## config.mk

```make
export PLATFORM = sky130hd
export DESIGN_NAME = fft_gain_top
export DESIGN_NICKNAME = d
export VERILOG_FILES = /design/src/logic/fft_gain_pkg.sv /design/src/logic/fft_gain_ctrl.sv /design/src/logic/iq_frac_mult.sv /design/src/logic/iq_shift_sat.sv /design/src/logic/fft_gain_top.sv
export SDC_FILE = /design/constraint.sdc
export NUM_CORES = 1
export LEC_CHECK = 0
export BUFFER_PORTS_ARGS = -buffer_cell sky130_fd_sc_hd__buf_4
export CORE_MARGIN = 2
export CORE_UTILIZATION = 55
export CTS_BUF_LIST = sky130_fd_sc_hd__clkbuf_4 sky130_fd_sc_hd__clkbuf_8 sky130_fd_sc_hd__clkbuf_16
export DETAILED_ROUTE_END_ITERATION = 10
export PLACE_DENSITY_LB_ADDON = 0.08
export SYNTH_ARGS = -nofsm -noshare
export SYNTH_HDL_FRONTEND = slang
export SYNTH_SLANG_ARGS = --single-unit
```

## constraint.sdc

```tcl
create_clock -name clk -period 10.72 [get_ports clk]
set_input_delay 2.144 -clock clk [delete_from_list [all_inputs] [get_ports clk]]
set_output_delay 2.144 -clock clk [all_outputs]
set_load 0.05 [all_outputs]
```

## src/logic/fft_gain_pkg.sv

```systemverilog
package fft_gain_pkg;

    // default width of one sample half (I or Q)
    localparam int PRECISION_DEF = 16;

    // gain fraction is unsigned with 16 fractional bits
    // a fraction value f stands for f / 65536
    localparam int FRAC_BW = 16;

    // product of a signed half and the zero-extended fraction
    // one extra bit gives the unsigned fraction its sign room
    localparam int PROD_BW = PRECISION_DEF + FRAC_BW + 1;

    // signed sample half
    typedef logic signed [PRECISION_DEF-1:0] iq_half_t;

    // i sits in the upper half, q in the lower half
    typedef struct packed {
        iq_half_t i;
        iq_half_t q;
    } iq_pair_t;

    // one stream beat
    // raw is the word as it travels on the stream
    // iq gives the two halves for the arithmetic
    typedef union packed {
        logic [2*PRECISION_DEF-1:0] raw;
        iq_pair_t                   iq;
    } iq_word_u;

endpackage

```

## src/logic/fft_gain_ctrl.sv

```systemverilog
module fft_gain_ctrl
    import fft_gain_pkg::*;
#(
    parameter int GAIN_SCALER_BW = 4
) (
    input  logic                      clk,
    input  logic                      rst_n,
    input  logic                      clk_en,
    // channel bandwidth code, selects the gain
    input  logic [3:0]                ch_bw,
    input  logic                      in_valid,
    input  logic                      out_ready,
    output logic                      in_ready,
    // load enables for the two datapath stages
    output logic                      s1_load,
    output logic                      s2_load,
    output logic                      out_valid,
    // fraction for stage 1, taken from the table as the beat is accepted
    output logic [FRAC_BW-1:0]        fraction,
    // shift amount travelling with the beat held in stage 1
    output logic [GAIN_SCALER_BW-1:0] scaler
);

    // table lookup of the current code
    logic [GAIN_SCALER_BW-1:0] gain_scaler;
    logic [FRAC_BW-1:0]        gain_fraction;

    // stage valid flags
    logic s1_valid;
    logic s2_valid;

    // pipeline may move when the output stage is empty or drained
    logic advance;

    // fixed gain per channel bandwidth
    // scaler is a left shift (power of two), fraction scales below 1.0
    always_comb begin
        case (ch_bw)
            4'd0: begin
                // about 3 dB
                gain_scaler   = GAIN_SCALER_BW'(1);
                gain_fraction = FRAC_BW'(16'hB573);
            end
            4'd1: begin
                // about 6 dB
                gain_scaler   = GAIN_SCALER_BW'(2);
                gain_fraction = FRAC_BW'(16'h809C);
            end
            4'd2: begin
                // just under 6 dB
                gain_scaler   = GAIN_SCALER_BW'(1);
                gain_fraction = FRAC_BW'(16'hFFFF);
            end
            4'd3: begin
                gain_scaler   = GAIN_SCALER_BW'(1);
                gain_fraction = FRAC_BW'(16'hB573);
            end
            4'd4: begin
                // close to unity
                gain_scaler   = GAIN_SCALER_BW'(0);
                gain_fraction = FRAC_BW'(16'hFFFF);
            end
            default: begin
                // unused codes fall back to the 3 dB setting
                gain_scaler   = GAIN_SCALER_BW'(1);
                gain_fraction = FRAC_BW'(16'hB573);
            end
        endcase
    end

    // stage 1 samples the fraction only on s1_load
    assign fraction = gain_fraction;

    // stall logic
    // both stages hold together when the output is full and not taken
    assign advance  = !s2_valid || out_ready;
    assign in_ready = advance;
    assign s2_load  = advance && clk_en;
    assign s1_load  = advance && clk_en;

    assign out_valid = s2_valid;

    // stage valids shift as a pair
    always_ff @(posedge clk) begin
        if (!rst_n) begin
            s1_valid <= 1'b0;
            s2_valid <= 1'b0;
        end else if (s2_load) begin
            // in_ready is high here, so in_valid means the beat is taken
            s1_valid <= in_valid;
            s2_valid <= s1_valid;
        end
    end

    // keep the shift chosen at acceptance with the beat
    // a ch_bw change later on only hits newer beats
    always_ff @(posedge clk) begin
        if (s1_load) begin
            scaler <= gain_scaler;
        end
    end

endmodule

```

## src/logic/iq_frac_mult.sv

```systemverilog
module iq_frac_mult
    import fft_gain_pkg::*;
#(
    parameter int PRECISION = PRECISION_DEF,
    parameter int USR_ID_BW = 2
) (
    input  logic                      clk,
    input  logic                      s1_load,
    // unsigned fraction, 16 fractional bits
    input  logic [FRAC_BW-1:0]        fraction,
    input  iq_word_u                  in_data,
    input  logic [USR_ID_BW-1:0]      in_user,
    input  logic                      in_last,
    // full precision products, no rounding yet
    output logic signed [PROD_BW-1:0] prod_i,
    output logic signed [PROD_BW-1:0] prod_q,
    output logic [USR_ID_BW-1:0]      s1_user,
    output logic                      s1_last
);

    // fraction with a zero sign bit so the multiply stays signed
    logic signed [FRAC_BW:0] frac_s;

    // sample halves as signed values of the working precision
    logic signed [PRECISION-1:0] half_i;
    logic signed [PRECISION-1:0] half_q;

    // products ahead of the register
    logic signed [PROD_BW-1:0] mult_i;
    logic signed [PROD_BW-1:0] mult_q;

    assign frac_s = $signed({1'b0, fraction});

    // split the stream word into its I and Q halves
    assign half_i = in_data.iq.i;
    assign half_q = in_data.iq.q;

    // both operands signed, result sized to hold the full product
    assign mult_i = PROD_BW'(half_i * frac_s);
    assign mult_q = PROD_BW'(half_q * frac_s);

    // payload register, validity lives in the control block
    always_ff @(posedge clk) begin
        if (s1_load) begin
            prod_i  <= mult_i;
            prod_q  <= mult_q;
            s1_user <= in_user;
            s1_last <= in_last;
        end
    end

endmodule

```

## src/logic/iq_shift_sat.sv

```systemverilog
module iq_shift_sat
    import fft_gain_pkg::*;
#(
    parameter int PRECISION      = PRECISION_DEF,
    parameter int USR_ID_BW      = 2,
    parameter int GAIN_SCALER_BW = 4
) (
    input  logic                      clk,
    input  logic                      s2_load,
    // power of two part of the gain, as left shift
    input  logic [GAIN_SCALER_BW-1:0] scaler,
    input  logic signed [PROD_BW-1:0] prod_i,
    input  logic signed [PROD_BW-1:0] prod_q,
    input  logic [USR_ID_BW-1:0]      s1_user,
    input  logic                      s1_last,
    output iq_word_u                  out_data,
    output logic [USR_ID_BW-1:0]      out_user,
    output logic                      out_last
);

    // enough bits to hold a right shift of up to FRAC_BW
    localparam int SHIFT_W = $clog2(FRAC_BW + 1);

    // signed limits of the output precision, at product width
    localparam logic signed [PROD_BW-1:0] SAT_MAX = PROD_BW'((2 ** (PRECISION - 1)) - 1);
    localparam logic signed [PROD_BW-1:0] SAT_MIN = PROD_BW'(-(2 ** (PRECISION - 1)));

    // net right shift once the fraction point and the scaler are merged
    logic [SHIFT_W-1:0] shamt;

    logic signed [PROD_BW-1:0] shifted_i;
    logic signed [PROD_BW-1:0] shifted_q;

    // repacked word ahead of the output register
    iq_word_u next_word;

    // clamp a shifted product into the signed output range
    function automatic iq_half_t sat_half(input logic signed [PROD_BW-1:0] v);
        iq_half_t res;
        if (v > SAT_MAX) begin
            res = iq_half_t'(SAT_MAX);
        end else if (v < SAT_MIN) begin
            res = iq_half_t'(SAT_MIN);
        end else begin
            res = iq_half_t'(v);
        end
        return res;
    endfunction

    // scaler never exceeds FRAC_BW, so this stays a right shift
    assign shamt = SHIFT_W'(FRAC_BW - int'(scaler));

    // arithmetic shift, rounds toward minus infinity
    assign shifted_i = prod_i >>> shamt;
    assign shifted_q = prod_q >>> shamt;

    // i back to the upper half, q to the lower
    always_comb begin
        next_word      = '0;
        next_word.iq.i = sat_half(shifted_i);
        next_word.iq.q = sat_half(shifted_q);
    end

    // output register, side flags follow their beat
    always_ff @(posedge clk) begin
        if (s2_load) begin
            out_data <= next_word;
            out_user <= s1_user;
            out_last <= s1_last;
        end
    end

endmodule

```

## src/logic/fft_gain_top.sv

```systemverilog
module fft_gain_top
    import fft_gain_pkg::*;
#(
    parameter int PRECISION      = PRECISION_DEF,
    parameter int USR_ID_BW      = 2,
    parameter int GAIN_SCALER_BW = 4
) (
    input  logic                 clk,
    input  logic                 rst_n,
    // low stalls the whole stage
    input  logic                 clk_en,
    // channel bandwidth code
    input  logic [3:0]           ch_bw,
    // input stream
    input  logic                 in_valid,
    input  iq_word_u             in_data,
    input  logic [USR_ID_BW-1:0] in_user,
    input  logic                 in_last,
    output logic                 in_ready,
    // output stream
    output logic                 out_valid,
    output iq_word_u             out_data,
    output logic [USR_ID_BW-1:0] out_user,
    output logic                 out_last,
    input  logic                 out_ready
);

    // stage enables from control
    logic s1_load;
    logic s2_load;

    // gain split into fraction and shift
    logic [FRAC_BW-1:0]        fraction;
    logic [GAIN_SCALER_BW-1:0] scaler;

    // stage 1 results
    logic signed [PROD_BW-1:0] prod_i;
    logic signed [PROD_BW-1:0] prod_q;
    logic [USR_ID_BW-1:0]      s1_user;
    logic                      s1_last;

    // gain table, valids and stall
    fft_gain_ctrl #(
        .GAIN_SCALER_BW (GAIN_SCALER_BW)
    ) u_fft_gain_ctrl (
        .clk       (clk),
        .rst_n     (rst_n),
        .clk_en    (clk_en),
        .ch_bw     (ch_bw),
        .in_valid  (in_valid),
        .out_ready (out_ready),
        .in_ready  (in_ready),
        .s1_load   (s1_load),
        .s2_load   (s2_load),
        .out_valid (out_valid),
        .fraction  (fraction),
        .scaler    (scaler)
    );

    // multiply by the fraction
    iq_frac_mult #(
        .PRECISION (PRECISION),
        .USR_ID_BW (USR_ID_BW)
    ) u_iq_frac_mult (
        .clk      (clk),
        .s1_load  (s1_load),
        .fraction (fraction),
        .in_data  (in_data),
        .in_user  (in_user),
        .in_last  (in_last),
        .prod_i   (prod_i),
        .prod_q   (prod_q),
        .s1_user  (s1_user),
        .s1_last  (s1_last)
    );

    // shift by the scaler and saturate
    iq_shift_sat #(
        .PRECISION      (PRECISION),
        .USR_ID_BW      (USR_ID_BW),
        .GAIN_SCALER_BW (GAIN_SCALER_BW)
    ) u_iq_shift_sat (
        .clk      (clk),
        .s2_load  (s2_load),
        .scaler   (scaler),
        .prod_i   (prod_i),
        .prod_q   (prod_q),
        .s1_user  (s1_user),
        .s1_last  (s1_last),
        .out_data (out_data),
        .out_user (out_user),
        .out_last (out_last)
    );

endmodule

```

==> run summary, run 1 <==
Based on the critical path, the design can be clocked at up to 0.110 GHz. The combined area of all synthesized cells came out at 18400 sq um. Sorting the synthesized cells by area gives the leading types as sky130_fd_sc_hd__fa_1 34%, sky130_fd_sc_hd__ha_1 19%, sky130_fd_sc_hd__edfxtp_1 13%, sky130_fd_sc_hd__inv_1 11%, sky130_fd_sc_hd__mux4_2 2.8%.

In this design, the critical path's most frequently occurring cell is sky130_fd_sc_hd__fa_1. The worst setup skew after layout is 7.99 ps. The flip-flop and latch count after synthesis came out at 84.

The fraction of synthesis flops using an asynchronous set or reset pin came out at 0%. The worst path needs 9080 ps of the cycle, external delays included. The die boundary width came out at 187 microns.

The hold violation total from the final report came out at 0. The via density per instance came out at slightly above 5. The worst slack on hold paths is 432 ps.

In this run the worst setup path terminates at u_iq_frac_mult.prod_q[31]$_DFFE_PP_. The antenna diode instance count is 0. The later pin in the worst-skew pair is clocked with a latency of 350 ps. The flow ran to the end, and the final reports show no timing, DRC or antenna violations. The sum of net half-perimeters after detailed placement is roughly 34 mm. After clock tree synthesis, the clock-pin slew on the worst setup and hold paths is 60 ps. The number of antenna violations at the first check in global routing is 0. The initial core utilization is 56.2%. The number of levels the H-tree was split into is 3.

The required time reported for the critical path endpoint came out at between 10000 and 15000 ps. Port buffering added 80 buffers. The floorplan has 66 rows. The mean area per synthesized cell came out at 10.1 sq um. The setup total negative slack came out at 0 ps. The worst hold path class is reg2reg.

The number of cells traversed by the worst register-to-register path is 9. The aggregate global routing overflow is 0. The first global-routing pass estimated 65.2 mm of wire. Setup violations remaining at the end of the flow were counted as 0. The total routing usage reported by global routing is 23.6%. The number of global-route vias before repair was 13200. The post-CTS setup-driven buffer insertion count is 0. The synthesized design spends more area on one cell type than any other, namely sky130_fd_sc_hd__fa_1. The critical path crosses 25 cells after its start point. The clock passes through at most 2 buffers. For this design, the slowest cell found on the critical path is sky130_fd_sc_hd__or4b_1. In the final design database the tool counted 2523 nets. The I/O pin total came out at between 80 and 90. The area inside the core boundary came out at 32700 sq um. The post-synthesis cell type count came out at 63. The worst hold path was traced through 0 stages.

The global placement routability congestion is around 0.94. The die is between 150 and 200 microns tall. The headroom to the max-slew limit is 29.8%.

The die area came out at around 35000 sq um. Cells with a size suffix above 1 make up 8.49% of the layout. The starting DRC count in detailed routing came out at 520. The number of nets still failing antenna checks after routing is 0. After technology mapping, the gate count stands at 1827.

The data arrival time of the critical path is approximately 9200 ps. The maximum fanout along the worst path came out at 34. The endpoint of the most critical register-to-register path is u_iq_shift_sat.out_data[14]$_SDFFCE_PN1P_. The net count after synthesis is ~2500.

Relative to the synthesized area, the layout overhead comes to 7.33%. The total of hold buffers inserted after clock tree synthesis came out at 0. The detailed-route DRC error count came out at 0. Counting every sink on the clock net gives 84. The reported max-cap violation count came out at 0. At the pin with the least slew margin, the transition time is between 1000 and 1500 ps. The number of flops mapped to enable cells by yosys came out at 82. The area fraction of the dominant cell type after synthesis is 34.1%. Setup repair after global routing left no endpoint under its margin. TritonCTS built the clock tree.

The worst setup slack for register-to-register paths came out at 6370 ps. The worst hold path begins at u_iq_frac_mult.s1_last$_DFFE_PP_. In this design, the largest share of critical-path delay is due to adder cells.

The average detailed-routed wire length per instance is 16.7 microns. After clock tree synthesis, the repair step resized 0 gates. The part of the Yosys area used for sequential elements is 13.6%. The routed design has 38.8 mm of wire. Dividing the final minimum period by the clock period gives 84.7%. STA classifies the critical path endpoint as a flip-flop.

In the synthesized netlist the dominant register cell turns out to be sky130_fd_sc_hd__edfxtp_1. The worst setup path is of the in2reg kind. The detailed-routing iteration count for the pre-antenna-repair pass is 5. Entering global routing, the biggest net connects 84 pins. The clock tree root buffer cell is sky130_fd_sc_hd__clkbuf_16. The worst register-to-register path begins at u_fft_gain_ctrl.scaler[0]$_DFFE_PP_. Together, buffers and inverters on the worst path number 7.

STA classifies the critical path startpoint as an input port. The number of warnings reported in the yosys synthesis log is 0. The worst setup path startpoint is ch_bw[1]. The delay of the slowest cell on the worst path came out at 570 ps. The number of max-slew violations in the final report was 0. The via total after detailed routing came out at 12100. The number of CTS-inserted buffers came out at 9.
worst min path at each step:
stage,end,slack [ps]
floorplan,u_iq_shift_sat.out_last$_DFFE_PP_,400
global placement,u_iq_shift_sat.out_user[0]$_DFFE_PP_,400
detailed placement,u_iq_shift_sat.out_last$_DFFE_PP_,420
CTS,u_iq_shift_sat.out_last$_DFFE_PP_,430
global route,u_iq_shift_sat.out_user[0]$_DFFE_PP_,440
finish,u_iq_shift_sat.out_last$_DFFE_PP_,430
worst register-to-register path, stage by stage, from the launching register on:
cell	delay, ps
sky130_fd_sc_hd__edfxtp_1	320
sky130_fd_sc_hd__buf_4	450
sky130_fd_sc_hd__inv_1	480
sky130_fd_sc_hd__ha_2	820
sky130_fd_sc_hd__buf_4	500
sky130_fd_sc_hd__mux4_2	610
sky130_fd_sc_hd__nor4_1	230
sky130_fd_sc_hd__o21ai_0	110
sky130_fd_sc_hd__nand2b_1	390
sky130_fd_sc_hd__o21ai_0	170
placed cells by master (no fill, tap or decap), drive strengths merged, types with 34 or more instances in the layout:
cell    count
mux2i      34
buf        89
edfxtp     82
xnor2      44
inv       520
ha        286
a21oi      50
o21ai      41
nor2       91
and2       35
nand2      88
fa        313
stage by stage:
step	cells	utilization, %	worst slack, ps	area [sq um]
2_1_floorplan	1827	-	1790	18400
3_3_place_gp	2311	59.4	1440	19400
3_5_place_dp	2311	59.4	1270	19400
4_1_cts	2327	60.3	1650	19700
5_1_grt	2327	60.3	1310	19700
6_report	2327	60.3	1640	19700
Yosys cell counts, drive strengths merged (5+ instances only):
cell and n:
a211oi 13, a21o 21, a21oi 50, a31oi 8
and2 35, and3 5, buf 10, clkbuf 37
edfxtp 82, fa 313, ha 286, inv 518
mux2i 34, mux4 23, nand2 88, nand2b 15
nand3 11, nand4 6, nor2 91, nor2b 13
nor3 11, o21a 8, o21ai 41, or2 12
xnor2 44, xor2 10
registers in the layout, indices dropped and copies added, names as in the netlist:
| name | flops |
|---|---|
| u_iq_shift_sat.out_data | 32 |
| u_iq_frac_mult.prod_i | 21 |
| u_iq_frac_mult.prod_q | 21 |
| u_fft_gain_ctrl.scaler | 2 |
| u_iq_frac_mult.s1_user | 2 |
| u_iq_shift_sat.out_user | 2 |
| u_fft_gain_ctrl.out_valid | 1 |
| u_fft_gain_ctrl.s1_valid | 1 |
| u_iq_frac_mult.s1_last | 1 |
| u_iq_shift_sat.out_last | 1 |
cells by family after synthesis:
group	Yosys count	synth area share [%]
buffers and inverters	566	11.6
adders and majority gates	599	53.6
xor gates and xnor gates	54	2.57
muxes	61	4.92
AOI/OAI and AO/OA	167	5.96
DFF	84	13.6
and+or+nand+nor	296	7.71
per-layer routing:
layer | vias to the layer above | global-route usage, % | wire length, microns
li1 | 5796 | - | -
met1 | 5926 | 30.0 | 16700
met2 | 276 | 42.2 | 19500
met3 | 73 | 3.16 | 1780
met4 | 0 | 6.47 | 925
met5 | - | 0 | 0
area by class of cell:
cell class	instances	area, sq um
Multi-Input combinational cell	1177	13700
Fill cell	2909	13000
Sequential cell	84	2500
Inverter	519	1950
Timing Repair Buffer	89	668
Tap cell	442	553
Clock buffer	10	233
Clock inverter	6	72.6
Power of run 1 is not shown: default switching activity piles up to over one toggle a cycle in this logic, so the estimate is an artifact.
==> inputs of run 2 (changes only) <==
Clock period 10.72 ns to 9.37 ns, I/O delays scaled along.
==> run summary, run 2 (same netlist as run 1, synthesis figures left out) <==
The clock tree root buffer cell is sky130_fd_sc_hd__clkbuf_16. The met1 usage in global routing is 31.0% (+1.0 points). The headroom to the max-slew limit came to 29.6% (-0.20 points).

The number of max-slew violations in the final report came to 0 (unchanged). Leaving out fill and tap cells, the most frequent cells in the layout are 518 x sky130_fd_sc_hd__inv_1, 313 x sky130_fd_sc_hd__fa_1, 285 x sky130_fd_sc_hd__ha_1, 96 x sky130_fd_sc_hd__buf_4, 91 x sky130_fd_sc_hd__nor2_1. The met3 usage is 2.60% (-0.56 points).

The detailed-routing iteration count for the pre-antenna-repair pass is 5 (unchanged). The data arrival time of the critical path came out at 8720 ps (-460 ps). The detailed-route DRC error count is 0 (unchanged). The height of the die came out at 187 microns (unchanged). The post-CTS setup-driven buffer insertion count came out at 0 (unchanged). The layout net count is 2533 (+0.40%). The setup total negative slack is 0 ps (unchanged). The number of buffers on the longest clock path is 2 (unchanged). The pin count of the biggest net entering global routing came out at 84 (unchanged). The layout cell share with drive strength beyond 1 came out at 8.97% (+0.48 points).

The fmax is 0.116 GHz. The total of hold buffers inserted after clock tree synthesis is 0 (unchanged). The worst setup slack after layout was 744 ps (-897 ps). The average detailed-routed wire length per instance came out at 16.6 microns (-0.34%).

The worst setup skew after layout came out at 11.1 ps (+3.12 ps). The number of nets still failing antenna checks after routing was 0 (unchanged). The number of antenna violations at the first check in global routing came to 0 (unchanged). The required time reported for the critical path endpoint came to 9470 ps (-1350 ps). The initial core utilization was 56.2% (unchanged). The run finished with clean final reports. The number of CTS-inserted buffers is 9 (unchanged). The flip-flop count of the largest register, all copies and words added is 32 (unchanged). The reported max-cap violation count came to 0 (unchanged). The number of global-route vias before repair came to 13100 (-0.45%). The share of the core filled with cells is 60.7% (+0.41 points). The total routing usage reported by global routing was 23.9% (+0.30 points). TritonCTS built the clock tree. The count of input and output buffers came out at 80 (unchanged). The worst hold path class is reg2reg. The number of standard cells in the final layout excluding fillers is 2337 (+0.43%). The count of cells resized by post-cts repair came out at 0 (unchanged). The area inside the core boundary was 32700 sq um (unchanged). The die area is 34900 sq um (unchanged). The I/O pin total came out at 81 (unchanged). The register with the most flip-flops in the final layout is u_iq_shift_sat.out_data. The number of levels the H-tree was split into is 3 (unchanged).

The class of the most critical setup path is in2reg. The insertion delay of the later-clocked pin in the worst-skew pair is 350 ps (about the same). The die boundary width is 187 microns (unchanged). The largest registers in the layout are u_iq_shift_sat.out_data: 32 flops, u_iq_frac_mult.prod_i: 21 flops, u_iq_frac_mult.prod_q: 21 flops. met2 is the most crowded layer. The startpoint type of the worst setup path is an input port. The clock transition at the register clock pins on the worst setup and hold paths after CTS is 60 ps (about the same).

The count of placed standard cells including taps came out at 2321 (+0.43%). The sum of net half-perimeters after detailed placement is 34.6 mm (+0.58%). The via total after detailed routing is 11900 (-1.0%). The via density per instance came out at 5.11 (-1.4%). Dividing the final minimum period by the clock period gives 92.1%.

The hold violation total from the final report came to 0 (unchanged). The transition time at the pin with the least slew margin is 1060 ps (+2.99 ps). The routed wire length is 38.9 mm (about the same).

The CTS sink count came out at 84 (unchanged). Compared with the post-synthesis result, the final layout area differs by 8.06%. The wire length of the first global-routing pass is 66.0 mm (+1.1%). The worst setup timing slack at the placement stage came out at 320 ps (-950 ps). The final period demand of the worst path is 8630 ps.

The antenna diode instance count is 0 (unchanged). Setup repair after global routing left no endpoint under its margin. The aggregate global routing overflow is 0 (unchanged).

The number of rows in the core area was 66 (unchanged). STA classifies the critical path endpoint as a flip-flop. The maximum fanout along the worst path is 34 (unchanged). The leading cell type in the layout, fill and taps excluded is sky130_fd_sc_hd__inv_1. The final setup violation count came to 0 (unchanged). The starting DRC count in detailed routing came out at 470 (-9.6%). The met2 demand-to-capacity share in global routing is 42.8% (+0.64 points).

The global placement routability congestion came to 0.945 (about the same).
==> run 2: cell count changes in the layout (fill, tap and decap cells not counted) <==
| cell | before | now |
|---|---|---|
| sky130_fd_sc_hd__clkinvlp_4 | 3 | 1 |
| sky130_fd_sc_hd__inv_6 | 1 | 2 |
| sky130_fd_sc_hd__bufinv_16 | 1 | 2 |
| sky130_fd_sc_hd__buf_12 | 0 | 3 |
| sky130_fd_sc_hd__buf_4 | 89 | 96 |
| sky130_fd_sc_hd__inv_8 | 1 | 0 |
| sky130_fd_sc_hd__clkinv_4 | 0 | 1 |
==> run 2: layout make-up <==
| class | count | area, sq um |
|---|---|---|
| fillers | 2849 | 12800 |
| well taps | 442 | 553 |
| inverters | 519 | 1950 |
| flip-flops and latches | 84 | 2500 |
| clock inverters | 6 | 93.8 |
| repair buffers | 99 | 781 |
| clock buffers | 10 | 233 |
| multi-input cells | 1177 | 13700 |
==> run 2: through the flow <==
step / instance area [sq um] / hold WS (ps)
floorplan: 18400 / 400
global placement: 19500 / 402
detailed placement: 19500 / 405
CTS: 19900 / 419
global route: 19900 / 428
finish: 19900 / 420
==> run 2: worst paths after layout <==
check | startpoint | to | slack (ps) | depth (start not counted)
max | ch_bw[1] | u_iq_frac_mult.prod_q[28]$_DFFE_PP_ | 740 | 27
min | u_iq_frac_mult.s1_last$_DFFE_PP_ | u_iq_shift_sat.out_last$_DFFE_PP_ | 420 | 0
max reg2reg | u_fft_gain_ctrl.scaler[0]$_DFFE_PP_ | u_iq_shift_sat.out_data[26]$_SDFFCE_PN1P_ | 5310 | 10
min reg2reg | u_iq_frac_mult.s1_last$_DFFE_PP_ | u_iq_shift_sat.out_last$_DFFE_PP_ | 420 | 0
==> run 2: routing by layer <==
layer  routed length (microns)  vias to the layer above
met5                         0                        -
met4                       717                        0
met3                      1530                       42
met2                     19700                      215
met1                     16900                     5867
li1                          -                     5824
==> run 2: worst max-delay path, cell delays in order <==
cell                       delay, ps
sky130_fd_sc_hd__buf_4           120
sky130_fd_sc_hd__or4b_1          620
sky130_fd_sc_hd__buf_12          230
sky130_fd_sc_hd__nand2_1         110
sky130_fd_sc_hd__buf_4           240
sky130_fd_sc_hd__nand2_1         130
sky130_fd_sc_hd__inv_1           100
sky130_fd_sc_hd__fa_1            430
sky130_fd_sc_hd__fa_1            520
sky130_fd_sc_hd__inv_1            50
sky130_fd_sc_hd__fa_1            520
sky130_fd_sc_hd__inv_1            50
sky130_fd_sc_hd__fa_1            450
sky130_fd_sc_hd__fa_1            490
sky130_fd_sc_hd__inv_1            40
sky130_fd_sc_hd__fa_1            470
sky130_fd_sc_hd__inv_1            40
sky130_fd_sc_hd__ha_1            340
sky130_fd_sc_hd__nand4_1         200
sky130_fd_sc_hd__or3_1           390
sky130_fd_sc_hd__a2111o_1        280
sky130_fd_sc_hd__o21ai_1         140
sky130_fd_sc_hd__o211a_1         290
sky130_fd_sc_hd__o21a_1          210
sky130_fd_sc_hd__and2_1          180
sky130_fd_sc_hd__nor2_1           60
sky130_fd_sc_hd__xnor2_1         120
Power of run 2 is left out for the same reason.
==> inputs of run 3 (changes only) <==
Settings changed: GPL_TIMING_DRIVEN from default to 0.
==> run summary, run 3 (same netlist as run 1, synthesis figures left out) <==
The layout cell share with drive strength beyond 1 is 9.04% (+0.068 points). The critical path endpoint category is a flip-flop. The layout net count is 2563 (+1.2%). The signal on the critical path passes through buf_4, or4b_1, buf_6, clkinv_1, clkdlybuf4s15_2, nor2_2, fa_1, fa_1, fa_1, fa_1, fa_1, inv_1, fa_1, inv_1, ha_1, nand4_1, or3_1, a2111o_1, o21ai_1, o211a_1, o21a_1, a21bo_1, a21oi_2, xnor2_1. The worst setup slack after layout was 270 ps (-474 ps).

The initial core utilization came out at 56.2% (unchanged). The fmax is 0.110 GHz (-5.2%). Setup repair after global routing left no endpoint under its margin. The final period demand of the worst path is 9100 ps (+474 ps). The final setup violation count came out at 0 (unchanged). The worst slack on hold paths came out at 419 ps (-0.366 ps). The starting DRC count in detailed routing is 580 (+23%). The hold violation total from the final report is 0 (unchanged). The worst setup timing slack at the placement stage came out at -1290 ps (-1610 ps). The delay of the slowest cell on the worst path came out at 560 ps (-60 ps).

The number of max-slew violations in the final report was 0 (unchanged). Counting flops per register, the top entry is u_iq_shift_sat.out_data. The count of buffering cells on the critical path with inverters included was 6 (-2). The headroom to the max-slew limit came out at 42.3% (+13 points). The insertion delay of the later-clocked pin in the worst-skew pair came to 340 ps (about the same).

The die area came out at 34900 sq um (unchanged). The number of buffers on the longest clock path is 2 (unchanged). The worst setup path startpoint is ch_bw[0]. The detailed-route DRC error count was 0 (unchanged). The detailed-routing iteration count for the pre-antenna-repair pass is 6 (+1). STA classifies the critical path startpoint as an input port. The worst setup skew after layout is 6.08 ps (-5.02 ps). The count of placed standard cells including taps is 2350 (+1.2%).

The reported max-cap violation count is 0 (unchanged). The transition time at the pin with the least slew margin is 866 ps (-191 ps). The CTS sink count is 84 (unchanged). The aggregate global routing overflow came out at 0 (unchanged). Grouping stages by cell kind, the critical path spends the most delay in adder cells. The number of rows in the core area was 66 (unchanged).

In this run the clock root is driven by a sky130_fd_sc_hd__clkbuf_16. The die boundary width is 187 microns (unchanged). The area after detailed placement is 19600 sq um (+0.15%). The global placement routability congestion came out at 0.892 (-5.6%).

The maximum fanout along the worst path came out at 10 (-71%). The min-delay analysis places its worst path in the category reg2reg. The largest registers in the layout are u_iq_shift_sat.out_data: 32 flops, u_iq_frac_mult.prod_i: 21 flops, u_iq_frac_mult.prod_q: 21 flops.

The via total after detailed routing was 12400 (+4.0%). The average detailed-routed wire length per instance is 17.8 microns (+6.9%). The via density per instance came out at 5.25 (+2.6%). The largest individual stage delay along the critical path comes from the cell sky130_fd_sc_hd__clkdlybuf4s15_2. The flow ran to the end, and the final reports show no timing, DRC or antenna violations. The flip-flop count of the largest register, all copies and words added is 32 (unchanged). The I/O pin total came out at 81 (unchanged). The sum of net half-perimeters after detailed placement is 37.0 mm (+7.0%). The number of levels the H-tree was split into is 3 (unchanged). The clock transition at the register clock pins on the worst setup and hold paths after CTS is 60 ps (about the same). The number of nets still failing antenna checks after routing is 0 (unchanged). The number of global-route vias before repair came to 13400 (+2.5%).

The count of input and output buffers came out at 80 (unchanged). The number of antenna violations at the first check in global routing is 1 (+1). The area inside the core boundary is 32700 sq um (unchanged).

The final standard cell area without fillers came out at 20000 sq um (+0.59%). The number of CTS-inserted buffers came out at 9 (unchanged). The startpoint identified for the worst register-to-register timing path is u_fft_gain_ctrl.scaler[0]$_DFFE_PP_. The number of standard cells in the final layout excluding fillers is 2368 (+1.3%). The post-route fraction of the period consumed by the critical path is 97.1% (+5.1 points).

The required time reported for the critical path endpoint was 9460 ps (about the same). Leaving out fill and tap cells, the most frequent cells in the layout are 518 x sky130_fd_sc_hd__inv_1, 313 x sky130_fd_sc_hd__fa_1, 286 x sky130_fd_sc_hd__ha_1, 88 x sky130_fd_sc_hd__nor2_1. The data arrival time of the critical path is 9190 ps (+470 ps). The pin count of the biggest net entering global routing came to 59 (-30%). The routed wire length came out at 42.1 mm (+8.3%). The total routing usage reported by global routing is 25.2% (+1.3 points). The class of the most critical setup path is in2reg.

The startpoint of the most critical hold path is u_iq_frac_mult.s1_last$_DFFE_PP_. The wire length of the first global-routing pass is 69.1 mm (+4.8%). Relative to the synthesized area, the layout overhead comes to 8.70%.

TritonCTS built the clock tree. The library cell used most frequently in the layout, excluding fill and tap cells, is sky130_fd_sc_hd__inv_1. Counting stages on the worst path, the most repeated cell is sky130_fd_sc_hd__fa_1. The height of the die is 187 microns (unchanged).
==> run 3: cell types whose count changed in the layout (fill, tap and decap cells not counted), moves of 4 or more <==
cell / delta
sky130_fd_sc_hd__clkbuf_2: +4
sky130_fd_sc_hd__clkbuf_1: +29
sky130_fd_sc_hd__buf_4: -11
sky130_fd_sc_hd__buf_2: +4
==> run 3: worst paths after layout <==
| path | end | slack [ps] | cells past startpoint |
|---|---|---|---|
| max | u_iq_frac_mult.prod_q[31]$_DFFE_PP_ | 270 | 24 |
| min | u_iq_shift_sat.out_last$_DFFE_PP_ | 420 | 0 |
| max reg2reg | u_iq_shift_sat.out_data[21]$_SDFFCE_PN1P_ | 5000 | 10 |
| min reg2reg | u_iq_shift_sat.out_last$_DFFE_PP_ | 420 | 0 |
==> run 3: through the flow <==
stage / util (%) / setup TNS [ps]
floorplan: - / 0
global placement: 59.7 / -32670
detailed placement: 59.8 / -35310
CTS: 60.9 / 0
global route: 61.1 / 0
finish: 61.1 / 0
==> run 3: area by class of cell <==
type | count | area (sq um)
repair buffers | 83 | 643
flip-flops and latches | 84 | 2500
multi-input cells | 1177 | 13800
plain buffers | 46 | 213
inverters | 519 | 1950
clock buffers | 9 | 225
diodes | 1 | 2.50
fillers | 2852 | 12700
well taps | 442 | 553
clock inverters | 7 | 104
==> run 3: per-layer routing <==
metal | GRT usage (%) | part of all wire, % | vias to the layer above
met3 | 2.37 | 4.3 | 56
met5 | 0 | 0 | -
met1 | 34.6 | 45 | 6189
li1 | - | - | 5888
met4 | 5.95 | 1.9 | 0
met2 | 43.4 | 49 | 291
==> run 3: what timing repair did <==
action | 4_1_cts | 5_1_grt
pin swaps | 0 | 1
setup endpoints to repair | 40 | 18
hold buffers | 0 | 0
cloned | 0 | 0
resized for setup | 16 | 12
setup buffers | 0 | 2
Power of run 3 is left out for the same reason.
